## src/design/hpFloatPkg.sv

```systemverilog
package hpFloatPkg;

	// IEEE binary16 layout
	localparam int expWidth = 5;
	localparam int manWidth = 10; // Stored fraction bits
	localparam int sigWidth = manWidth + 1; // Fraction plus hidden one
	localparam int expBias = 15;
	localparam int expMax = (1 << expWidth) - 1; // All-ones exponent of inf and NaN

	// Quiet NaN with sign clear and top fraction bit set
	localparam logic [15:0] canonicalNaN = 16'h7E00;

	typedef struct packed {
		logic sign;
		logic [expWidth-1:0] exp; // Biased exponent
		logic [manWidth-1:0] man; // Fraction without hidden one
	} halfFields_t;

	// One half word seen as raw bits or as fields
	typedef union packed {
		logic [15:0] raw;
		halfFields_t fields;
	} halfWord_u;

endpackage
```

## src/design/fpAddPipePkg.sv

```systemverilog
package fpAddPipePkg;

	localparam int grsWidth = 3; // Guard, round, sticky
	localparam int alignSpan = hpFloatPkg::sigWidth + grsWidth; // 14 bit aligned field
	localparam int extSigWidth = alignSpan + 1; // Plus carry bit
	localparam int expWideWidth = hpFloatPkg::expWidth + 1; // Exponent with headroom
	localparam int normExpWidth = hpFloatPkg::expWidth + 2; // Signed after normalization
	localparam int lzcWidth = $clog2(alignSpan);

	typedef enum logic [1:0] {
		none,
		inf,
		nan
	} specialCase_t;

	// Stage 1 to stage 2
	typedef struct packed {
		logic sign; // Sign of larger magnitude
		logic effSub; // Effective subtraction
		logic [expWideWidth-1:0] exp; // Larger exponent
		logic [hpFloatPkg::sigWidth-1:0] sigLarge;
		logic [hpFloatPkg::sigWidth-1:0] sigSmall;
		logic [expWideWidth-1:0] expDiff;
		specialCase_t special;
		logic specSign;
		logic invalid;
	} unpackStage_t;

	// Stage 2 to stage 3
	typedef struct packed {
		logic sign;
		logic effSub;
		logic [expWideWidth-1:0] exp;
		logic [hpFloatPkg::sigWidth-1:0] sigLarge;
		logic [alignSpan-1:0] sigAligned; // Smaller significand with GRS
		specialCase_t special;
		logic specSign;
		logic invalid;
	} alignStage_t;

	// Stage 3 to stage 4
	typedef struct packed {
		logic sign;
		logic [expWideWidth-1:0] exp;
		logic [extSigWidth-1:0] sum; // Carry, significand, GRS
		specialCase_t special;
		logic specSign;
		logic invalid;
		logic isZero; // Exact zero sum
	} sumStage_t;

	// Stage 4 to stage 5
	typedef struct packed {
		logic sign;
		logic signed [normExpWidth-1:0] exp; // May drop to zero or below
		logic [hpFloatPkg::sigWidth-1:0] sig; // Leading one at MSB
		logic guard;
		logic round;
		logic sticky;
		specialCase_t special;
		logic specSign;
		logic invalid;
		logic isZero;
	} normStage_t;

	typedef struct packed {
		logic overflow;
		logic underflow;
		logic invalid;
		logic inexact;
	} excFlags_t;

endpackage

```

## src/design/fpAddSubTop.sv

```systemverilog
`timescale 1ns/1ps

module fpAddSubTop (
	input logic clk,
	input logic rst,
	input logic en, // Advances all five stages
	input hpFloatPkg::halfWord_u opA,
	input hpFloatPkg::halfWord_u opB,
	input logic subtract, // 1 gives opA - opB
	output hpFloatPkg::halfWord_u result,
	output fpAddPipePkg::excFlags_t flags
);

	fpAddPipePkg::unpackStage_t unpackQ;
	fpAddPipePkg::alignStage_t alignQ;
	fpAddPipePkg::sumStage_t sumQ;
	fpAddPipePkg::normStage_t normQ;

	// Classify, order, exponent difference
	fpOperandUnpack unpackStage (
		.clk(clk),
		.rst(rst),
		.en(en),
		.opA(opA),
		.opB(opB),
		.subtract(subtract),
		.stageOut(unpackQ)
	);

	fpAlignShift alignStage (
		.clk(clk),
		.rst(rst),
		.en(en),
		.stageIn(unpackQ),
		.stageOut(alignQ)
	);

	fpMantissaAdd addStage (
		.clk(clk),
		.rst(rst),
		.en(en),
		.stageIn(alignQ),
		.stageOut(sumQ)
	);

	fpNormalize normStage (
		.clk(clk),
		.rst(rst),
		.en(en),
		.stageIn(sumQ),
		.stageOut(normQ)
	);

	// Final register drives result and flags
	fpRoundPack roundStage (
		.clk(clk),
		.rst(rst),
		.en(en),
		.stageIn(normQ),
		.result(result),
		.flags(flags)
	);

endmodule

```

## src/design/fpRoundPack.sv

```systemverilog
`timescale 1ns/1ps

module fpRoundPack (
	input logic clk,
	input logic rst,
	input logic en,
	input fpAddPipePkg::normStage_t stageIn,
	output hpFloatPkg::halfWord_u result,
	output fpAddPipePkg::excFlags_t flags
);

	logic roundUp;
	logic [hpFloatPkg::sigWidth:0] sigRounded; // Extra bit for round carry
	logic sigCarry;
	logic signed [fpAddPipePkg::normExpWidth-1:0] expFinal;
	logic inexact;
	hpFloatPkg::halfWord_u resultNext;
	fpAddPipePkg::excFlags_t flagsNext;

	always_comb begin
		// Nearest even
		roundUp = stageIn.guard & (stageIn.round | stageIn.sticky | stageIn.sig[0]);
		sigRounded = {1'b0, stageIn.sig} + (hpFloatPkg::sigWidth+1)'(roundUp);
		sigCarry = sigRounded[hpFloatPkg::sigWidth]; // 1.111.. rounded to 10.000..
		expFinal = stageIn.exp + fpAddPipePkg::normExpWidth'(sigCarry);
		inexact = stageIn.guard | stageIn.round | stageIn.sticky;

		flagsNext = '0;
		resultNext.fields.sign = stageIn.sign;
		resultNext.fields.exp = expFinal[hpFloatPkg::expWidth-1:0];
		resultNext.fields.man = sigCarry ? sigRounded[hpFloatPkg::sigWidth-1:1]
			: sigRounded[hpFloatPkg::manWidth-1:0];

		if (stageIn.special == fpAddPipePkg::nan) begin
			resultNext.raw = hpFloatPkg::canonicalNaN;
			flagsNext.invalid = stageIn.invalid;
		end else if (stageIn.special == fpAddPipePkg::inf) begin
			resultNext.fields.sign = stageIn.specSign; // Exact infinity, no flag
			resultNext.fields.exp = '1;
			resultNext.fields.man = '0;
		end else if (stageIn.isZero) begin
			resultNext.fields.exp = '0; // Exact zero keeps its sign
			resultNext.fields.man = '0;
		end else if (expFinal >= hpFloatPkg::expMax) begin
			resultNext.fields.exp = '1; // Signed infinity
			resultNext.fields.man = '0;
			flagsNext.overflow = 1'b1;
			flagsNext.inexact = 1'b1;
		end else if (expFinal < 1) begin
			resultNext.fields.exp = '0; // Flush to signed zero
			resultNext.fields.man = '0;
			flagsNext.underflow = 1'b1;
			flagsNext.inexact = 1'b1;
		end else begin
			flagsNext.inexact = inexact;
		end
	end

	always_ff @(posedge clk) begin
		if (rst) begin
			result <= '0; // +0, flags clear
			flags <= '0;
		end else if (en) begin
			result <= resultNext;
			flags <= flagsNext;
		end
	end

	// Invalid only ever reports the quiet NaN
	nanOnInvalid: assert property (@(posedge clk) disable iff (rst)
		flags.invalid |-> result.raw == hpFloatPkg::canonicalNaN)
		else $error("Invalid flag without canonical NaN result");

	// Overflow result is a clean infinity
	infOnOverflow: assert property (@(posedge clk) disable iff (rst)
		flags.overflow |-> (&result.fields.exp) && (result.fields.man == '0))
		else $error("Overflow flag without infinity result");

endmodule

```

## src/design/fpNormalize.sv

```systemverilog
`timescale 1ns/1ps

module fpNormalize (
	input logic clk,
	input logic rst,
	input logic en,
	input fpAddPipePkg::sumStage_t stageIn,
	output fpAddPipePkg::normStage_t stageOut
);

	logic carry; // Sum overflowed into bit 14
	logic [fpAddPipePkg::lzcWidth-1:0] lzc;
	logic [fpAddPipePkg::alignSpan-1:0] shifted;
	fpAddPipePkg::normStage_t stageNext;

	always_comb begin
		carry = stageIn.sum[fpAddPipePkg::extSigWidth-1];

		// Priority encoder where the highest one wins
		lzc = '0;
		for (int i = 0; i < fpAddPipePkg::alignSpan; i++) begin
			if (stageIn.sum[i]) begin
				lzc = fpAddPipePkg::lzcWidth'(fpAddPipePkg::alignSpan - 1 - i);
			end
		end
		shifted = stageIn.sum[fpAddPipePkg::alignSpan-1:0] << lzc;

		if (carry) begin
			// One step right with the lost bit in sticky
			stageNext.sig = stageIn.sum[fpAddPipePkg::extSigWidth-1 -: hpFloatPkg::sigWidth];
			stageNext.guard = stageIn.sum[3];
			stageNext.round = stageIn.sum[2];
			stageNext.sticky = stageIn.sum[1] | stageIn.sum[0];
			stageNext.exp = $signed({1'b0, stageIn.exp}) + 1;
		end else begin
			stageNext.sig = shifted[fpAddPipePkg::alignSpan-1 -: hpFloatPkg::sigWidth];
			stageNext.guard = shifted[2];
			stageNext.round = shifted[1];
			stageNext.sticky = shifted[0];
			stageNext.exp = $signed({1'b0, stageIn.exp})
				- $signed(fpAddPipePkg::normExpWidth'(lzc)); // May go to zero or below
		end

		stageNext.sign = stageIn.sign;
		stageNext.special = stageIn.special;
		stageNext.specSign = stageIn.specSign;
		stageNext.invalid = stageIn.invalid;
		stageNext.isZero = stageIn.isZero;
	end

	always_ff @(posedge clk) begin
		if (rst) begin
			stageOut <= '0;
			stageOut.isZero <= 1'b1; // Empty slot reads as +0
		end else if (en) begin
			stageOut <= stageNext;
		end
	end

endmodule

```

## src/design/fpMantissaAdd.sv

```systemverilog
`timescale 1ns/1ps

module fpMantissaAdd (
	input logic clk,
	input logic rst,
	input logic en,
	input fpAddPipePkg::alignStage_t stageIn,
	output fpAddPipePkg::sumStage_t stageOut
);

	logic [fpAddPipePkg::extSigWidth-1:0] opLarge;
	logic [fpAddPipePkg::extSigWidth-1:0] opSmall;
	logic [fpAddPipePkg::extSigWidth-1:0] sum;
	fpAddPipePkg::sumStage_t stageNext;

	always_comb begin
		opLarge = {1'b0, stageIn.sigLarge, {fpAddPipePkg::grsWidth{1'b0}}};
		opSmall = {1'b0, stageIn.sigAligned}; // Carry slot empty
		sum = stageIn.effSub ? (opLarge - opSmall) : (opLarge + opSmall); // Larger first so no borrow

		stageNext.isZero = (sum == '0);
		// Cancellation gives +0 while -0 + -0 stays negative
		stageNext.sign = stageNext.isZero ? (stageIn.sign & ~stageIn.effSub) : stageIn.sign;
		stageNext.exp = stageIn.exp;
		stageNext.sum = sum;
		stageNext.special = stageIn.special;
		stageNext.specSign = stageIn.specSign;
		stageNext.invalid = stageIn.invalid;
	end

	always_ff @(posedge clk) begin
		if (rst) begin
			stageOut <= '0;
			stageOut.isZero <= 1'b1; // Empty slot reads as +0
		end else if (en) begin
			stageOut <= stageNext;
		end
	end

endmodule

```

## src/design/fpAlignShift.sv

```systemverilog
`timescale 1ns/1ps

module fpAlignShift (
	input logic clk,
	input logic rst,
	input logic en,
	input fpAddPipePkg::unpackStage_t stageIn,
	output fpAddPipePkg::alignStage_t stageOut
);

	logic [fpAddPipePkg::alignSpan-1:0] ext; // Small significand with empty GRS
	logic [fpAddPipePkg::alignSpan-1:0] lvl1; // After coarse shift
	logic [fpAddPipePkg::alignSpan-1:0] lvl2; // After fine shift
	logic [fpAddPipePkg::alignSpan-1:0] mask1;
	logic [fpAddPipePkg::alignSpan-1:0] mask2;
	logic [fpAddPipePkg::lzcWidth-1:0] coarse;
	logic lost1;
	logic lost2;
	fpAddPipePkg::alignStage_t stageNext;

	always_comb begin
		ext = {stageIn.sigSmall, {fpAddPipePkg::grsWidth{1'b0}}};

		// Coarse step of 0, 4, 8 or 12
		coarse = {stageIn.expDiff[3:2], 2'b00};
		mask1 = '1 << coarse;
		lvl1 = ext >> coarse;
		lost1 = |(ext & ~mask1); // Bits falling off the end

		// Fine step of 0 to 3
		mask2 = '1 << stageIn.expDiff[1:0];
		lvl2 = lvl1 >> stageIn.expDiff[1:0];
		lost2 = |(lvl1 & ~mask2);

		stageNext.sign = stageIn.sign;
		stageNext.effSub = stageIn.effSub;
		stageNext.exp = stageIn.exp;
		stageNext.sigLarge = stageIn.sigLarge;
		stageNext.special = stageIn.special;
		stageNext.specSign = stageIn.specSign;
		stageNext.invalid = stageIn.invalid;

		if (stageIn.expDiff >= fpAddPipePkg::alignSpan) begin
			stageNext.sigAligned = {{(fpAddPipePkg::alignSpan-1){1'b0}}, |ext}; // All sticky
		end else begin
			stageNext.sigAligned = {lvl2[fpAddPipePkg::alignSpan-1:1], lvl2[0] | lost1 | lost2};
		end
	end

	always_ff @(posedge clk) begin
		if (rst) begin
			stageOut <= '0;
		end else if (en) begin
			stageOut <= stageNext;
		end
	end

	// A far smaller operand must still leave a trace
	stickyKept: assert property (@(posedge clk) disable iff (rst)
		(en && stageIn.expDiff >= fpAddPipePkg::alignSpan && stageIn.sigSmall != '0)
		|=> stageOut.sigAligned[0])
		else $error("Sticky bit lost on a long alignment shift");

endmodule

```

## src/design/fpOperandUnpack.sv

```systemverilog
`timescale 1ns/1ps

module fpOperandUnpack (
	input logic clk,
	input logic rst,
	input logic en,
	input hpFloatPkg::halfWord_u opA,
	input hpFloatPkg::halfWord_u opB,
	input logic subtract,
	output fpAddPipePkg::unpackStage_t stageOut
);

	logic signA;
	logic signB; // After subtract applied
	logic zeroA;
	logic zeroB; // Zero or subnormal input
	logic infA;
	logic infB;
	logic nanA;
	logic nanB;
	logic effSub;
	logic aLarger;
	logic [hpFloatPkg::expWidth+hpFloatPkg::manWidth-1:0] magA;
	logic [hpFloatPkg::expWidth+hpFloatPkg::manWidth-1:0] magB;
	logic [hpFloatPkg::sigWidth-1:0] sigA;
	logic [hpFloatPkg::sigWidth-1:0] sigB;
	logic [fpAddPipePkg::expWideWidth-1:0] expA;
	logic [fpAddPipePkg::expWideWidth-1:0] expB;
	fpAddPipePkg::unpackStage_t stageNext;

	always_comb begin
		signA = opA.fields.sign;
		signB = opB.fields.sign ^ subtract; // a - b as a + (-b)
		zeroA = (opA.fields.exp == '0); // Subnormals flushed
		zeroB = (opB.fields.exp == '0);
		nanA = (&opA.fields.exp) & (|opA.fields.man);
		nanB = (&opB.fields.exp) & (|opB.fields.man);
		infA = (&opA.fields.exp) & ~(|opA.fields.man);
		infB = (&opB.fields.exp) & ~(|opB.fields.man);

		// Flushed operands become true zeros
		expA = zeroA ? '0 : {1'b0, opA.fields.exp};
		expB = zeroB ? '0 : {1'b0, opB.fields.exp};
		sigA = zeroA ? '0 : {1'b1, opA.fields.man}; // Hidden one restored
		sigB = zeroB ? '0 : {1'b1, opB.fields.man};
		magA = zeroA ? '0 : {opA.fields.exp, opA.fields.man};
		magB = zeroB ? '0 : {opB.fields.exp, opB.fields.man};

		effSub = signA ^ signB;
		aLarger = (magA >= magB); // Exponent then fraction order

		stageNext.sign = aLarger ? signA : signB;
		stageNext.effSub = effSub;
		stageNext.exp = aLarger ? expA : expB;
		stageNext.sigLarge = aLarger ? sigA : sigB;
		stageNext.sigSmall = aLarger ? sigB : sigA;
		stageNext.expDiff = aLarger ? (expA - expB) : (expB - expA); // Never negative

		// NaN in, or inf - inf
		stageNext.invalid = nanA | nanB | (infA & infB & effSub);
		if (stageNext.invalid) begin
			stageNext.special = fpAddPipePkg::nan;
			stageNext.specSign = 1'b0;
		end else if (infA | infB) begin
			stageNext.special = fpAddPipePkg::inf;
			stageNext.specSign = infA ? signA : signB; // Same sign if both inf
		end else begin
			stageNext.special = fpAddPipePkg::none;
			stageNext.specSign = 1'b0;
		end
	end

	always_ff @(posedge clk) begin
		if (rst) begin
			stageOut <= '0;
		end else if (en) begin
			stageOut <= stageNext;
		end
	end

endmodule

```

## config.mk

```make
export PLATFORM = sky130hd
export DESIGN_NAME = fpAddSubTop
export DESIGN_NICKNAME = d
export VERILOG_FILES = /design/src/design/hpFloatPkg.sv /design/src/design/fpAddPipePkg.sv /design/src/design/fpAddSubTop.sv /design/src/design/fpRoundPack.sv /design/src/design/fpNormalize.sv /design/src/design/fpMantissaAdd.sv /design/src/design/fpAlignShift.sv /design/src/design/fpOperandUnpack.sv
export SDC_FILE = /design/constraint.sdc
export NUM_CORES = 1
export LEC_CHECK = 0
export BUFFER_PORTS_ARGS = -buffer_cell sky130_fd_sc_hd__buf_2
export CAP_MARGIN = 20
export CORE_MARGIN = 4
export CORE_UTILIZATION = 40
export CTS_CLUSTER_SIZE = 12
export DETAILED_ROUTE_END_ITERATION = 8
export GPL_TIMING_DRIVEN = 1
export HOLD_SLACK_MARGIN = 0.08
export SKIP_CTS_REPAIR_TIMING = 1
export SYNTH_ARGS = -nofsm -noshare
export SYNTH_HDL_FRONTEND = slang
export SYNTH_HIERARCHICAL = 1
export SYNTH_SLANG_ARGS = --single-unit
```

## constraint.sdc

```tcl
create_clock -name clk -period 3.6 [get_ports clk]
set_input_delay 0.36 -clock clk [delete_from_list [all_inputs] [get_ports clk]]
set_output_delay 0.36 -clock clk [all_outputs]
set_load 0.1 [all_outputs]
```

==> results of run 1 <==
cell usage in the layout (no fill, tap or decap), drive strengths merged, types with 6 or more instances in the layout:
| cell | Yosys | routed |
|---|---|---|
| xor2 | 11 | 11 |
| nor2 | 158 | 158 |
| mux2 | 23 | 23 |
| or4 | 8 | 8 |
| and3 | 7 | 7 |
| o21ai | 39 | 39 |
| o31ai | 7 | 7 |
| or3b | 10 | 10 |
| inv | 67 | 71 |
| a21oi | 48 | 48 |
| o21bai | 11 | 11 |
| mux2i | 73 | 73 |
| o311ai | 8 | 8 |
| nand2 | 85 | 85 |
| a31oi | 19 | 19 |
| a211oi | 63 | 63 |
| nor3 | 26 | 26 |
| clkinv | 4 | 9 |
| nand3 | 27 | 27 |
| a221oi | 6 | 6 |
| xnor2 | 19 | 19 |
| dfxtp | 149 | 149 |
| o211ai | 21 | 21 |
| a21o | 13 | 13 |
| a22oi | 10 | 10 |
| o32ai | 6 | 6 |
| nand2b | 16 | 16 |
| a311oi | 8 | 8 |
| a211o | 7 | 7 |
| ha | 55 | 55 |
| clkbuf | 49 | 18 |
| o22ai | 10 | 10 |
| or3 | 8 | 8 |
| nor2b | 21 | 21 |
| buf | 41 | 88 |
| nor4 | 17 | 17 |
| a2111oi | 6 | 6 |
| nand4 | 10 | 10 |
per-stage QoR:
step | cell area [µm²] | hold slack (ns) | cells | power [W] | utilization, %
floorplan | 10300 | 0.435 | 1243 | 0.00299 | -
global placement | 10800 | 0.439 | 1571 | 0.00333 | 42.8
detailed placement | 10800 | 0.449 | 1571 | 0.00333 | 42.8
CTS | 11400 | 0.341 | 1602 | 0.00519 | 45.2
global route | 11400 | 0.371 | 1602 | 0.00542 | 45.2
finish | 11400 | 0.370 | 1602 | 0.00516 | 45.2
sequential cells by signal, summed over array words and instances, names as in the netlist:
register	flops
addStage/stageOut	27
normStage/stageOut	27
alignStage/stageOut	37
roundStage/flags	4
unpackStage/stageOut	38
roundStage/result	16
layer usage:
layer / track usage, % / up-vias
li1: - / 4595
met1: 24.2 / 4228
met2: 30.2 / 224
met3: 2.96 / 43
met4: 5.93 / 0
met5: 0 / -
worst min-delay path: cells and delay by family:
kind / cells / cell delay (ns)
buffers and inverters: 1 / 0.13
muxes: 1 / 0.12
AOI/OAI and AO/OA: 1 / 0.13
cell families after synthesis:
group                    Yosys count
flip-flops                       149
XOR/XNOR                          30
adder cells (fa/ha/maj)           59
AO/OA/AOI/OAI                    323
other                              1
buffers and inverters            161
AND/OR/NAND/NOR                  424
multiplexers                      96
power by group through the flow:
stage / Combinational [W] / Clock [W] / Sequential [W]
2_1_floorplan: 0.00106 / 0 / 0.00192
3_3_place_gp: 0.00141 / 0 / 0.00192
3_5_place_dp: 0.00141 / 0 / 0.00192
4_1_cts: 0.00142 / 0.00189 / 0.00188
5_1_grt: 0.00157 / 0.00194 / 0.00190
6_report: 0.00143 / 0.00184 / 0.00188
final cells by class:
class	instances	area share [%]
Timing Repair Buffer	88	4.66
Clock inverter	13	1.53
Tap cell	330	3.61
Multi-Input combinational cell	933	57.9
Sequential cell	149	26.1
Inverter	71	2.38
Clock buffer	18	3.76
final timing paths:
path,startpoint,end,cells past startpoint
worst min register to register,roundStage/result[1]$_SDFFE_PP0P_,roundStage/result[1]$_SDFFE_PP0P_,2
worst min-delay path,opA[15],unpackStage/stageOut[39]$_SDFFE_PP0P_,3
worst max-delay path,addStage/stageOut[17]$_SDFFE_PP0P_,normStage/stageOut[25]$_SDFFE_PP0P_,13
worst max register to register,addStage/stageOut[17]$_SDFFE_PP0P_,normStage/stageOut[25]$_SDFFE_PP0P_,13
==> out/qor.txt, run 1 <==
CP most frequent cell - a21oi_1
total iterations of the first detailed-routing run - 5
sequential share of power - 36.5%
status - finished clean
maximum clock rate - 297 MHz
Clock Latency Late Sink - 0.43 ns
Crit Path Max Fanout - 11
switching share of power - 33.5%
clock share of power - 35.7%
Met2 Wirelength - 12,300 µm
DRC errors left - 0
Final #Nets - 1,355
WS Path Type - reg -> reg
CP Cell Sequence - nor3b_1 > nor3_2 > o31a_4 > clkinv_4 > ha_1 > nor2b_1 > fa_1 > a21o_1 > a21oi_1 > o21bai_1 > a21oi_1 > xor2_1 > o22ai_1
Post-Route Setup TNS - 0 ns
die area - 0.0284 mm²
Power Density - 452 mW/mm²
Met1 Routed Length - 12,300 µm
syn_area_per_cell - 8.28 µm²
TritonCTS clock tree - done
DP HPWL - 19,300 µm
main combinational cell family by area after synthesis - compound AO/OA/AOI/OAI gates
Pint - 0.00343 W
core area - 0.0253 mm²
FILL cells - 2,560
Adder-Cell Fraction of Synth Area - 7.47%
clock sink count - 149
ant diodes - 0
via count - 9,090
period utilization - 93.5%
GRT Util Overall - 18.2%
endpoints failing setup - 0
Compound-Gate Fraction of Synth Area - 23.7%
share of Yosys cell area claimed by the top area cell type - 29.0%
Worst-Margin Slew - 0.849 ns
Final Hold Fails - 0
asr flop ratio synth - 0%
CP Capture Type - flip-flop
Die X - 168 µm
worst setup margin - 0.233 ns
Rel. slew slack - 43.0%
initial DRC count - 654
Synth Flop Type - dfxtp_1
global-route wire length before repair - 43,400 µm
static leakage - 4.67 nW
top cell type by total area after synthesis - dfxtp_1
Post-synth EDFFs - 0
layout cells sized above 1 - 15.3%
CTS H-tree depth - 4
post-synthesis xor/xnor area fraction - 2.55%
routability cong. - 0.941
post-DR vias/cell - 5.67
Tmin final - 3.37 ns
mux cell area share after synthesis - 9.65%
Register Area - 0.00298 mm²
total grt overflow - 0
syn_nets - 1,338
initial antenna violation count - 0
Max-Cap Viols - 0
CTS buffer count - 17
Mapped Area - 0.0103 mm²
remaining antenna violation count - 0
Worst-path clk slew - 0.06 ns
vias in the first global route - 8,615
Synth Warn # - 6
Setup Skew - 0.0186 ns
met3 WL - 923 µm
critical path startpoint category - flip-flop
RSZ-0062 raised after global routing - false
Max VDD drop - 0.286 mV
Synth top cells by count - nor2_1, dfxtp_1, nand2_1, mux2i_1, inv_1
Clock Path Buffers - 2
count leader, synth - nor2_1
Buf/Inv on CP - 1
row cnt - 58
largest net degree at the start of global routing - 71
FF+latch count, synth - 149
Crit path max-delay family - compound AO/OA/AOI/OAI gates
Place WS - 0.265 ns
Max Slew Vio Count - 0
Synth Area in Simple Gates - 20.9%
Die Y - 168 µm
I/O pin total - 56
CP required - 3.90 ns
Reg2Reg Setup Slack - 0.23 ns
wire per inst - 16.2 µm
synth top area cells - dfxtp_1, mux2i_1, ha_1, nor2_1, a211oi_1
Synth Instances - 1,243
worst min path class - in -> reg
final WL - 26,000 µm
library cells used by synthesis - 102
Initial Util - 40.8%
area growth from synthesis to layout - 11.0%
CP arrival - 3.67 ns
Net Sw Power - 0.00173 W
IO Port Bufs - 55
CP max-delay cell - dfxtp_1
Combinational Power Share - 27.8%
fraction of the yosys area taken by sequential cells - 29.0%
CTS Root Cell - clkbuf_16
Max stage delay on crit path - 0.52 ns
area of the multi-input gates - 0.00662 mm²
Top Layer Used - met4
Power figures use the tool's default switching activity.
==> inputs of run 2 (changes only) <==
ABC_AREA = 1   (was unset)
==> run 2 against run 1 <==
  * Non-clock buffer count shrank 21
  * Maximum frequency up 4.4%
  * Wire length grew 7.5%
==> out/qor.txt, run 2 <==
most common cell after layout, fill and taps aside - nand2_1
DP HPWL - 21,200 µm (+9.6%)
library cells used by synthesis - 53 (-48%)
critical path startpoint category - flip-flop
WS Path Type - reg -> reg
CP arrival - 3.54 ns (-0.13 ns)
Rel. slew slack - 48.6% (+5.6 points)
Max stage delay on crit path - 0.42 ns (-0.10 ns)
main combinational cell family by area after synthesis - simple AND/OR/NAND/NOR gates
hold slack final - 0.330 ns (-0.0393 ns)
Buf/Inv on CP - 5 (+4)
layout cells sized above 1 - 12.3% (-2.9 points)
ant diodes - 0 (unchanged)
origin of the critical flop-to-flop path - addStage/stageOut[9]$_SDFFE_PP0P_
final WL - 28,000 µm (+7.5%)
Clock Path Buffers - 2 (unchanged)
DRC errors left - 0 (unchanged)
Regs by FF count - unpackStage/stageOut x38, alignStage/stageOut x37
share of Yosys cell area claimed by the top area cell type - 27.9% (-1.1 points)
Post-synth EDFFs - 0 (unchanged)
clock sink count - 149 (unchanged)
total grt overflow - 0 (unchanged)
Max VDD drop - 0.320 mV (+12%)
syn_area_per_cell - 6.40 µm² (-23%)
Setup Skew - 0.0102 ns (-0.00832 ns)
maximum clock rate - 310 MHz (+4.4%)
largest net degree at the start of global routing - 60 (-15%)
most frequent cells in the layout - nand2_1, nor2_1, inv_1
CP max-delay cell - dfxtp_1
Min-Delay Startpoint - opA[15]
status - finished clean
period utilization - 89.5% (-4.0 points)
via count - 10,400 (+15%)
Adder-Cell Fraction of Synth Area - 7.19% (-0.28 points)
top cell type by total area after synthesis - dfxtp_1
worst min path class - in -> reg
Initial Util - 40.8% (about the same)
Final Hold Fails - 0 (unchanged)
syn_nets - 1,765 (+32%)
hold depth - 3 (unchanged)
endpoints failing setup - 0 (unchanged)
global-route wire length before repair - 47,200 µm (+8.9%)
CTS H-tree depth - 4 (unchanged)
Reg with most FFs - unpackStage/stageOut
CP required - 3.91 ns (about the same)
asr flop ratio synth - 0% (unchanged)
TritonCTS clock tree - done
fraction of the yosys area taken by sequential cells - 27.9% (-1.1 points)
Crit path max-delay family - compound AO/OA/AOI/OAI gates
post-DR vias/cell - 5.15 (-9.3%)
number of flip-flops under the largest register name - 38 (unchanged)
IO Port Bufs - 55 (unchanged)
Mapped Area - 0.0107 mm² (+3.9%)
CP most frequent cell - nand2_1
initial DRC count - 729 (+11%)
Die X - 171 µm (+1.8%)
static leakage - 5.65 nW (+21%)
CTS Root Cell - clkbuf_16
Worst-Margin Slew - 0.771 ns (-0.0785 ns)
WP depth - 25 (+12)
synth top area cells - dfxtp_1, nand2_1, nand3_1, ha_1, nor2_1
total iterations of the first detailed-routing run - 8 (+3)
Max-Cap Viols - 0 (unchanged)
remaining antenna violation count - 0 (unchanged)
initial antenna violation count - 0 (unchanged)
Worst-path clk slew - 0.07 ns (about the same)
Compound-Gate Fraction of Synth Area - 14.8% (-8.9 points)
count leader, synth - nand2_1
Power Density - 446 mW/mm² (-1.2%)
fin util - 44.1% (-1.1 points)
post-place instance area - 0.0110 mm² (+1.6%)
die area - 0.0294 mm² (+3.7%)
Post-Route Setup TNS - 0 ns (unchanged)
Reg2Reg Depth - 25 (+12)
Final #Nets - 1,770 (+31%)
Synth Instances - 1,670 (+34%)
routability cong. - 0.941 (about the same)
Max Slew Vio Count - 0 (unchanged)
mux cell area share after synthesis - 0.0937% (-9.6 points)
area growth from synthesis to layout - 8.12%
CP Capture Type - flip-flop
post-synthesis xor/xnor area fraction - 1.31% (-1.2 points)
Crit Path Max Fanout - 19 (+8)
Synth Warn # - 6 (unchanged)
Die Y - 171 µm (+1.8%)
vias in the first global route - 9,695 (+13%)
wire per inst - 13.8 µm (-15%)
core area - 0.0262 mm² (+3.8%)
I/O pin total - 56 (unchanged)
Synth Area in Simple Gates - 37.0% (+16 points)
RSZ-0062 raised after global routing - false
row cnt - 59 (+1.7%)
GRT Util Overall - 19.2% (+1.1 points)
design area - 0.0116 mm² (+1.2%)
Synth top cells by count - nand2_1, nor2_1, inv_1, nand3_1, dfxtp_1
Tmin final - 3.22 ns (-0.143 ns)
Clock Latency Late Sink - 0.42 ns (about the same)
Synth Flop Type - dfxtp_1
FF+latch count, synth - 149 (unchanged)
Worst Setup SP - addStage/stageOut[9]$_SDFFE_PP0P_
CTS buffer count - 17 (unchanged)
[run 2: changes by cell type in the layout (fill, tap and decap cells not counted), moves of 22 or more]
cell / delta
o21ai_0: +67
nand3_1: +140
nor2_1: +23
inv_1: +114
nand2_1: +337
mux2i_1: -72
a21oi_1: +73
mux2_2: -22
a211oi_1: -59
[run 2: metal layers]
metal / global-route usage, % / vias up / part of all wire [%]
li1: - / 5410 / -
met2: 32.3 / 236 / 46
met1: 26.2 / 4739 / 49
met4: 4.65 / 0 / 1.5
met5: 0 / - / 0
met3: 2.80 / 29 / 3.9
[run 2: area by class of cell]
class | count | area, µm²
multi-input cells | 1240 | 6460
repair buffers | 67 | 368
clock inverters | 13 | 119
fillers | 2758 | 14700
flip-flops and latches | 149 | 2990
well taps | 335 | 419
inverters | 200 | 766
clock buffers | 19 | 443
[run 2: power by group]
| group | leakage, nW | total [W] | switching, W | internal (W) |
|---|---|---|---|---|
| clock | 0.268 | 0.00170 | 0.000774 | 0.000925 |
| combinational | 4.16 | 0.00153 | 0.00102 | 0.000508 |
| sequential | 1.23 | 0.00193 | 0.000151 | 0.00178 |
[run 2: through the flow]
step,power (W),cells,setup slack [ns]
finish,0.00516,2023,0.377
global route,0.00550,2023,0.00971
CTS,0.00518,2023,0.329
detailed placement,0.00348,1991,0.363
global placement,0.00347,1991,0.396
floorplan,0.00317,1670,0.681
[run 2: cells by family after synthesis]
logic type	after synthesis
AOI/OAI and AO/OA	284
buffers and inverters	281
xor gates and xnor gates	16
DFF	149
muxes	1
other	1
and+or+nand+nor	879
adders and majority gates	59
[run 2: final timing paths]
path | endpoint | slack [ns]
worst max-delay path | normStage/stageOut[24]$_SDFFE_PP0P_ | 0.38
worst min-delay path | unpackStage/stageOut[38]$_SDFFE_PP0P_ | 0.33
worst max register to register | normStage/stageOut[24]$_SDFFE_PP0P_ | 0.38
worst min register to register | roundStage/result[0]$_SDFFE_PP0P_ | 0.47
[run 2: tightest hold or removal path: stages]
cell     delay [ns]
buf_2          0.13
xor2_1         0.11
a21oi_1        0.12
